$ cat src/verilog/fpu_pkg.sv
// formats, constants and enums shared by the single-precision FPU
// RTL modules import it inside their bodies and the testbench imports it too
package fpu_pkg;

  // ieee-754 single precision word layout
  localparam int word_w = 32;
  localparam int exp_w = 8;
  localparam int frac_w = 23;

  // fraction with the hidden bit in front
  localparam int mant_w = frac_w + 1;

  // add/sub working width with a carry bit and a sign bit above the mantissa
  localparam int guard_w = mant_w + 2;

  localparam int exp_bias = 127;

  // code 2'd3 is unused and gives a zero result
  typedef enum logic [1:0] {
    op_add = 2'd0,
    op_sub = 2'd1,
    op_mul = 2'd2
  } fpu_op_e;

  // one command goes idle -> load -> exec -> done -> wait_release
  typedef enum logic [2:0] {
    st_idle         = 3'd0,
    st_load         = 3'd1,
    st_exec         = 3'd2,
    st_done         = 3'd3,
    st_wait_release = 3'd4
  } seq_state_e;

endpackage
$ cat src/verilog/fpu.sv
// single-precision FPU top for add, sub and mul
// host raises start with stable operands, waits for cmd_end, then drops start
`timescale 1ns/1ps

module fpu (
  input  logic                        clk,
  input  logic                        arst,
  input  logic [fpu_pkg::word_w-1:0]  a_operand,
  input  logic [fpu_pkg::word_w-1:0]  b_operand,
  input  fpu_pkg::fpu_op_e            operation,
  input  logic                        start,
  output logic [fpu_pkg::word_w-1:0]  ieee_packet_out,
  output logic                        busy,
  output logic                        cmd_end
);
  import fpu_pkg::*;

  logic              load;
  logic              a_sign;
  logic              b_sign;
  logic [exp_w-1:0]  a_exp;
  logic [exp_w-1:0]  b_exp;
  logic [mant_w-1:0] a_mant;
  logic [mant_w-1:0] b_mant;
  logic              sum_sign;
  logic [exp_w-1:0]  sum_exp;
  logic [mant_w-1:0] sum_mant;
  logic              prod_sign;
  logic [exp_w-1:0]  prod_exp;
  logic [mant_w-1:0] prod_mant;

  fpu_operand_regs u_operand_regs (
    .clk(clk), .arst(arst), .load(load),
    .a_operand(a_operand), .b_operand(b_operand),
    .a_sign(a_sign), .b_sign(b_sign), .a_exp(a_exp), .b_exp(b_exp),
    .a_mant(a_mant), .b_mant(b_mant)
  );

  // both datapaths see the same registered operands
  fp_addsub u_addsub (
    .subtract(operation == op_sub),
    .a_sign(a_sign), .b_sign(b_sign), .a_exp(a_exp), .b_exp(b_exp),
    .a_mant(a_mant), .b_mant(b_mant),
    .sum_sign(sum_sign), .sum_exp(sum_exp), .sum_mant(sum_mant)
  );

  fp_mul u_mul (
    .a_sign(a_sign), .b_sign(b_sign), .a_exp(a_exp), .b_exp(b_exp),
    .a_mant(a_mant), .b_mant(b_mant),
    .prod_sign(prod_sign), .prod_exp(prod_exp), .prod_mant(prod_mant)
  );

  fpu_sequencer u_sequencer (
    .clk(clk), .arst(arst), .start(start), .operation(operation),
    .sum_sign(sum_sign), .sum_exp(sum_exp), .sum_mant(sum_mant),
    .prod_sign(prod_sign), .prod_exp(prod_exp), .prod_mant(prod_mant),
    .load(load), .busy(busy), .cmd_end(cmd_end),
    .ieee_packet_out(ieee_packet_out)
  );

endmodule

$ cat src/verilog/fpu_sequencer.sv
// command sequencer of the FPU
// runs start/busy/cmd_end, pulses the operand load and registers the result
`timescale 1ns/1ps

module fpu_sequencer (
  input  logic                        clk,
  input  logic                        arst,
  input  logic                        start,
  input  fpu_pkg::fpu_op_e            operation,
  input  logic                        sum_sign,
  input  logic [fpu_pkg::exp_w-1:0]   sum_exp,
  input  logic [fpu_pkg::mant_w-1:0]  sum_mant,
  input  logic                        prod_sign,
  input  logic [fpu_pkg::exp_w-1:0]   prod_exp,
  input  logic [fpu_pkg::mant_w-1:0]  prod_mant,
  output logic                        load,
  output logic                        busy,
  output logic                        cmd_end,
  output logic [fpu_pkg::word_w-1:0]  ieee_packet_out
);
  import fpu_pkg::*;

  seq_state_e        state;
  seq_state_e        state_next;
  logic [word_w-1:0] result_sel;

  always_comb begin
    state_next = state;
    case (state)
      st_idle: begin
        if (start) state_next = st_load;
      end
      // operands get captured at the end of this cycle
      st_load: state_next = st_exec;
      // datapaths settle on the captured operands
      st_exec: state_next = st_done;
      st_done: state_next = st_wait_release;
      // host keeps start high as long as it wants the result held
      st_wait_release: begin
        if (!start) state_next = st_idle;
      end
      default: state_next = st_idle;
    endcase
  end

  always_ff @(posedge clk, posedge arst) begin
    if (arst) state <= st_idle;
    else state <= state_next;
  end

  // outputs come from the next state so they switch with the state
  always_ff @(posedge clk, posedge arst) begin
    if (arst) begin
      load    <= 1'b0;
      busy    <= 1'b0;
      cmd_end <= 1'b0;
    end else begin
      load    <= state_next == st_load;
      busy    <= state_next != st_idle;
      cmd_end <= state_next == st_done || state_next == st_wait_release;
    end
  end

  // pack the chosen datapath, hidden bit dropped
  always_comb begin
    case (operation)
      op_add, op_sub: result_sel = {sum_sign, sum_exp, sum_mant[frac_w-1:0]};
      op_mul:         result_sel = {prod_sign, prod_exp, prod_mant[frac_w-1:0]};
      default:        result_sel = '0;
    endcase
  end

  // written once per command, held until the next one
  always_ff @(posedge clk, posedge arst) begin
    if (arst) ieee_packet_out <= '0;
    else if (state_next == st_done) ieee_packet_out <= result_sel;
  end

  assert property (@(posedge clk) disable iff (arst) cmd_end |-> busy)
    else $error("fpu_sequencer: cmd_end without busy");

  // load is the first cycle of a command
  assert property (@(posedge clk) disable iff (arst) load |-> $rose(busy))
    else $error("fpu_sequencer: load outside command start");

endmodule

$ cat src/verilog/fp_mul.sv
// combinational multiply datapath of the FPU
// full mantissa product, normalize, round to nearest even, renormalize
`timescale 1ns/1ps

module fp_mul (
  input  logic                        a_sign,
  input  logic                        b_sign,
  input  logic [fpu_pkg::exp_w-1:0]   a_exp,
  input  logic [fpu_pkg::exp_w-1:0]   b_exp,
  input  logic [fpu_pkg::mant_w-1:0]  a_mant,
  input  logic [fpu_pkg::mant_w-1:0]  b_mant,
  output logic                        prod_sign,
  output logic [fpu_pkg::exp_w-1:0]   prod_exp,
  output logic [fpu_pkg::mant_w-1:0]  prod_mant
);
  import fpu_pkg::*;

  logic [2*mant_w-1:0] product;
  logic [2*mant_w-1:0] product_norm;
  logic [exp_w-1:0]    exp_sum;
  logic [exp_w-1:0]    exp_norm;
  logic [mant_w-1:0]   upper;
  logic                round_bit;
  logic                sticky;
  logic                round_up;
  logic [mant_w:0]     rounded;

  assign prod_sign = a_sign ^ b_sign;
  // both biased exponents carry the bias, drop one of them
  assign exp_sum   = exp_w'(a_exp + b_exp - exp_bias);
  assign product   = a_mant * b_mant;

  // 1.x times 1.x lands in [1,4)
  always_comb begin
    if (product[2*mant_w-1]) begin
      product_norm = product;
      exp_norm     = exp_sum + 1'b1;
    end else begin
      product_norm = product << 1;
      exp_norm     = exp_sum;
    end
  end

  // kept part on top, first dropped bit is the round bit
  assign upper     = product_norm[2*mant_w-1 -: mant_w];
  assign round_bit = product_norm[mant_w-1];
  assign sticky    = |product_norm[mant_w-2:0];
  // exact halfway goes up only from an odd lsb
  assign round_up  = round_bit & (sticky | upper[0]);
  assign rounded   = {1'b0, upper} + (mant_w+1)'(round_up);

  // all ones plus one overflows into a new leading bit
  always_comb begin
    if (rounded[mant_w]) begin
      prod_mant = rounded[mant_w:1];
      prod_exp  = exp_norm + 1'b1;
    end else begin
      prod_mant = rounded[mant_w-1:0];
      prod_exp  = exp_norm;
    end
  end

  // normal inputs must give a normalized mantissa after rounding
  always_comb begin
    assert final (!(a_mant[mant_w-1] && b_mant[mant_w-1]) || prod_mant[mant_w-1])
      else $error("fp_mul: hidden bit lost after renormalization");
  end

endmodule

$ cat src/verilog/fp_addsub.sv
// combinational add/sub datapath of the FPU
// aligns by truncating right shift, adds in two's complement, normalizes by lzc
`timescale 1ns/1ps

module fp_addsub (
  input  logic                        subtract,
  input  logic                        a_sign,
  input  logic                        b_sign,
  input  logic [fpu_pkg::exp_w-1:0]   a_exp,
  input  logic [fpu_pkg::exp_w-1:0]   b_exp,
  input  logic [fpu_pkg::mant_w-1:0]  a_mant,
  input  logic [fpu_pkg::mant_w-1:0]  b_mant,
  output logic                        sum_sign,
  output logic [fpu_pkg::exp_w-1:0]   sum_exp,
  output logic [fpu_pkg::mant_w-1:0]  sum_mant
);
  import fpu_pkg::*;

  // leading zeros of a mantissa, all zero gives mant_w
  function automatic logic [$clog2(mant_w+1)-1:0] lead_zeros(input logic [mant_w-1:0] m);
    logic [$clog2(mant_w+1)-1:0] cnt;
    cnt = ($clog2(mant_w+1))'(mant_w);
    // highest set bit is the last one seen
    for (int i = 0; i < mant_w; i++) begin
      if (m[i]) cnt = ($clog2(mant_w+1))'(mant_w - 1 - i);
    end
    return cnt;
  endfunction

  logic [guard_w-1:0]          a_al;
  logic [guard_w-1:0]          b_al;
  logic [exp_w-1:0]            big_exp;
  logic [guard_w-1:0]          a_signed;
  logic [guard_w-1:0]          b_signed;
  logic [guard_w-1:0]          raw_sum;
  logic [guard_w-1:0]          magnitude;
  logic [$clog2(mant_w+1)-1:0] lz;

  // smaller operand shifts right, bits falling off are lost
  always_comb begin
    a_al = guard_w'(a_mant);
    b_al = guard_w'(b_mant);
    if (a_exp >= b_exp) begin
      b_al    = b_al >> (a_exp - b_exp);
      big_exp = a_exp;
    end else begin
      a_al    = a_al >> (b_exp - a_exp);
      big_exp = b_exp;
    end
  end

  assign a_signed  = a_sign ? -a_al : a_al;
  assign b_signed  = b_sign ? -b_al : b_al;
  assign raw_sum   = subtract ? a_signed - b_signed : a_signed + b_signed;
  // top guard bit carries the result sign
  assign sum_sign  = raw_sum[guard_w-1];
  assign magnitude = sum_sign ? -raw_sum : raw_sum;
  assign lz        = lead_zeros(magnitude[mant_w-1:0]);

  always_comb begin
    if (magnitude == '0) begin
      sum_mant = '0;
      sum_exp  = '0;
    end else if (magnitude[mant_w]) begin
      // carry out of the mantissa
      sum_mant = magnitude[mant_w:1];
      sum_exp  = big_exp + 1'b1;
    end else begin
      sum_mant = magnitude[mant_w-1:0] << lz;
      sum_exp  = big_exp - exp_w'(lz);
    end
  end

endmodule

$ cat src/verilog/fpu_operand_regs.sv
// operand capture stage of the FPU
// splits both ieee words into sign, exponent and mantissa and holds them on load
`timescale 1ns/1ps

module fpu_operand_regs (
  input  logic                        clk,
  input  logic                        arst,
  input  logic                        load,
  input  logic [fpu_pkg::word_w-1:0]  a_operand,
  input  logic [fpu_pkg::word_w-1:0]  b_operand,
  output logic                        a_sign,
  output logic                        b_sign,
  output logic [fpu_pkg::exp_w-1:0]   a_exp,
  output logic [fpu_pkg::exp_w-1:0]   b_exp,
  output logic [fpu_pkg::mant_w-1:0]  a_mant,
  output logic [fpu_pkg::mant_w-1:0]  b_mant
);
  import fpu_pkg::*;

  always_ff @(posedge clk, posedge arst) begin
    if (arst) begin
      a_sign <= 1'b0;
      a_exp  <= '0;
      a_mant <= '0;
      b_sign <= 1'b0;
      b_exp  <= '0;
      b_mant <= '0;
    end else if (load) begin
      a_sign <= a_operand[word_w-1];
      a_exp  <= a_operand[frac_w +: exp_w];
      // hidden bit is one unless the exponent is zero
      a_mant <= {|a_operand[frac_w +: exp_w], a_operand[frac_w-1:0]};
      b_sign <= b_operand[word_w-1];
      b_exp  <= b_operand[frac_w +: exp_w];
      b_mant <= {|b_operand[frac_w +: exp_w], b_operand[frac_w-1:0]};
    end
  end

  // the sequencer pulses load once per command
  assert property (@(posedge clk) disable iff (arst) load |=> !load)
    else $error("fpu_operand_regs: load held for two cycles");

endmodule

$ cat config.mk
export PLATFORM = sky130hd
export DESIGN_NAME = fpu
export DESIGN_NICKNAME = d
export VERILOG_FILES = /design/src/verilog/fpu_pkg.sv /design/src/verilog/fpu.sv /design/src/verilog/fpu_sequencer.sv /design/src/verilog/fp_mul.sv /design/src/verilog/fp_addsub.sv /design/src/verilog/fpu_operand_regs.sv
export SDC_FILE = /design/constraint.sdc
export NUM_CORES = 2
export LEC_CHECK = 0
export ABC_CLOCK_PERIOD_IN_PS = 34100
export BUFFER_PORTS_ARGS = -buffer_cell sky130_fd_sc_hd__buf_2
export CELL_PAD_IN_SITES_DETAIL_PLACEMENT = 0
export CELL_PAD_IN_SITES_GLOBAL_PLACEMENT = 1
export CORE_MARGIN = 2
export CORE_UTILIZATION = 50
export DETAILED_ROUTE_END_ITERATION = 16
export GPL_TIMING_DRIVEN = 0
export PLACE_DENSITY = 0.89
export SLEW_MARGIN = 20
export SYNTH_ARGS = -nofsm -noshare
export SYNTH_HDL_FRONTEND = slang
export SYNTH_SLANG_ARGS = --single-unit
$ cat constraint.sdc
create_clock -name clk -period 34.1 [get_ports clk]
set_input_delay 8.525 -clock clk [delete_from_list [all_inputs] [get_ports clk]]
set_output_delay 8.525 -clock clk [all_outputs]
set_load 0.05 [all_outputs]
==> results.md <==
* Clock slew at reported path FFs at 0.08 ns
* Clock tree buffer depth at 2
* IO Pins at 103
* R2R Setup Slk at 18.77 ns
* Yosys reg bits at 104
* Distinct cells, synth at roughly 110
* Area grow syn2layout at 6.00%
* Met3 WL at ~12 mm
* Met2 WL post-DR at ~60 mm
* NumNets Final at 5237
* Setup CP Type: input pin to register
* Final period util at 54.2%
* Die Ht at ~270 um
* First-pass GRT wire length at 201 mm
* First drt pass iteration count at 6
* CTS buffer count at 9
* CP required at around 34 ns
* Worst EP arrival at between 15 and 20 ns
* Skew-Pair Late Insertion Delay at 0.39 ns
* Tmin final at 18.47 ns
* Post-synth EDFFs at 0
* Total grt overflow at 0
* Multiplexer area fraction after synthesis at 6.97%
* Post-CTS setup repair buffer count at 0
* Post-CTS resize count at 0
* Worst-margin pin slew at about 1.2 ns
* Worst path max stage delay at 0.87 ns
* Die area at 72600 sq um
* Compound-cell area share of the yosys netlist at 15.0%
* Starting Density at 50.4%
* Hold EP: u_sequencer.ieee_packet_out[0]
* Sink Count at 104
* Placed Area at 37000 sq um
* Antenna violations before repair at 9
* Worst hold path depth at 1
* Post-Layout Inst Area at ~37000 sq um
* Core Area at 69900 sq um
* Setup Skew at roughly 0.011 ns
* Fin. max-slew vios at 0
* Initial DRC Count at 3477
* Largest family of logic cells by synthesized area: adder cells
* Hold Path Class: register to register
* Vias per cell at 6.14
* H-tree Lvls at 3
* CTS Hold Bufs at 0
* WL final at 131 mm
* Hold path start: u_sequencer.ieee_packet_out[0]
* RSZ-0062 raised after global routing: no
* Routability cong. at between 1 and 1.5
* Maximum capacitance violations at 0
* Dpl hpwl at 107 mm
* FFs w/ async S/R, synth at 100%
* Final Hold Fails at 0
* R2R cell count at between 50 and 60
* Share of cells above drive strength 1 at 7.16%
* Worst r2r dst: u_sequencer.ieee_packet_out[30]
* Post-synthesis cell count at between 4k and 5k
* Vias in the first global route at between 30k and 40k
* Average instance area after synthesis at 8.15 sq um
* Reg2reg start: u_operand_regs.a_exp[0]
* Top-area cell type share of the netlist area at 27.7%
* Largest net degree at the start of global routing at 70
* Row count at 97
* ANT nets after route at 0
* CP Launch Type: input pin
* Most common cell after layout, fill and taps aside: nand2_1
* Relative slew slack at approximately 18%
* Vias at 33.1k
* CTS tree: done
* Post-Synth XOR/XNOR Area at under 10%
* DRC at 0
* Post-Synth Adder-Cell Area at 36.3%
* Critical path peak fanout at 10
* Post-Synth Simple-Gate Area at 19.6%
* Commonest non-fill, non-tap cells in the layout: nand2_1, inv_1, fa_1, ha_1, nor2_1
* Tot GR Track Use at 35.9%
* Routed length per placed instance at 24.3 um
* CP Capture Type: register
* Dominant synthesized flop cell: dfrtp_1
* Area contributors post-synth: fa_1, ha_1, dfrtp_1
* Setup violators final at 0
* DIE WIDTH at 269 um
* Yosys top cell by area: fa_1
* Outcome: finished, final reports clean
* Sum Neg Setup Slack at 0 ns
* Port Buffer Count at about 100
* DR top layer: met5
* CTS Root Cell: clkbuf_16
* Yosys warning count at 0
* M1 wire length at 51.4 mm
* CP dominant cell by count: a21oi_1
* Peak Freq at 54.2 MHz
* Synth Net Count at 5121
* Register area share after synthesis at 7.38%
* Post-synthesis cell area at about 35000 sq um
* Critical-path top delay cell: nor4_1
-- registers in the layout (all words and copies together), names as in the netlist --
signal / flops
u_sequencer.ieee_packet_out: 32
u_operand_regs.a_mant: 24
u_operand_regs.b_mant: 24
u_operand_regs.a_exp: 8
u_operand_regs.b_exp: 8
u_sequencer.state: 3
u_operand_regs.a_sign: 1
u_operand_regs.b_sign: 1
u_sequencer.busy: 1
u_sequencer.cmd_end: 1
u_sequencer.load: 1
-- worst max-delay path: cells and delay by family --
kind / cells / cell delay (ns)
simple gates: 15 / 4.88
compound gates: 10 / 2.16
buf+inv: 5 / 1.40
fa+ha+maj: 3 / 0.92
xor+xnor: 4 / 0.67
mux: 1 / 0.18
-- stage by stage --
stage	worst slack, ns	utilization [%]	hold slack [ns]	instances
floorplan	17.22	-	0.459	4322
global placement	15.08	52.8	0.467	5364
detailed placement	15.06	52.9	0.474	5366
CTS	15.43	53.4	0.493	5382
global route	14.81	53.4	0.526	5385
finish	15.63	53.4	0.491	5394
-- synth_stat cells (25+ instances only) --
library cell / count
clkbuf_1: 196
a21oi_1: 163
fa_1: 487
nand2b_1: 25
dfrtp_1: 104
o31ai_1: 27
buf_1: 25
o21a_1: 31
mux2i_1: 121
nor2_1: 217
inv_1: 557
a21o_1: 42
nand3_1: 74
a211oi_1: 28
mux2_2: 70
xnor2_1: 146
and2_1: 207
xor2_1: 69
nor3_1: 87
buf_2: 27
o21ai_0: 151
and3_1: 26
nand4_1: 27
a31oi_1: 42
ha_1: 243
o211ai_1: 34
nand2_1: 642
-- logic make-up (layout without fill, tap and decap cells) --
| family | after synthesis | after routing |
|---|---|---|
| AOI/OAI and AO/OA | 772 | 772 |
| xor gates and xnor gates | 219 | 219 |
| adders and majority gates | 730 | 730 |
| buffers and inverters | 825 | 946 |
| DFF | 104 | 104 |
| muxes | 214 | 214 |
| other | 0 | 11 |
| and+or+nand+nor | 1458 | 1458 |
-- layer usage --
| metal | vias up | GRT usage, % |
|---|---|---|
| met5 | - | 0 |
| met4 | 2 | 17.9 |
| met3 | 350 | 6.88 |
| met2 | 1737 | 58.2 |
| met1 | 16400 | 46.1 |
| li1 | 14600 | - |
-- worst max path at each step --
| stage | from | endpoint | cells past startpoint |
|---|---|---|---|
| 6_report | operation[0] | u_sequencer.ieee_packet_out[30] | 38 |
| 5_1_grt | operation[0] | u_sequencer.ieee_packet_out[30] | 38 |
| 4_1_cts | operation[0] | u_sequencer.ieee_packet_out[30] | 38 |
| 3_5_place_dp | operation[0] | u_sequencer.ieee_packet_out[30] | 38 |
| 3_3_place_gp | operation[0] | u_sequencer.ieee_packet_out[30] | 38 |
| 2_1_floorplan | operation[0] | u_sequencer.ieee_packet_out[30] | 38 |
-- layout make-up --
type                    count  area (sq um)
diodes                     11          27.5
plain buffers             263          1120
clock buffers               9           225
clock inverters             7          93.8
fillers                  6859         32500
inverters                 562          2110
multi-input cells        3393         29400
flip-flops and latches    104          2600
well taps                 940          1180
repair buffers            105           554
Power is left out: the tool's default activity adds up to more than one toggle a clock period on the data nets, which glitch-free logic cannot reach.
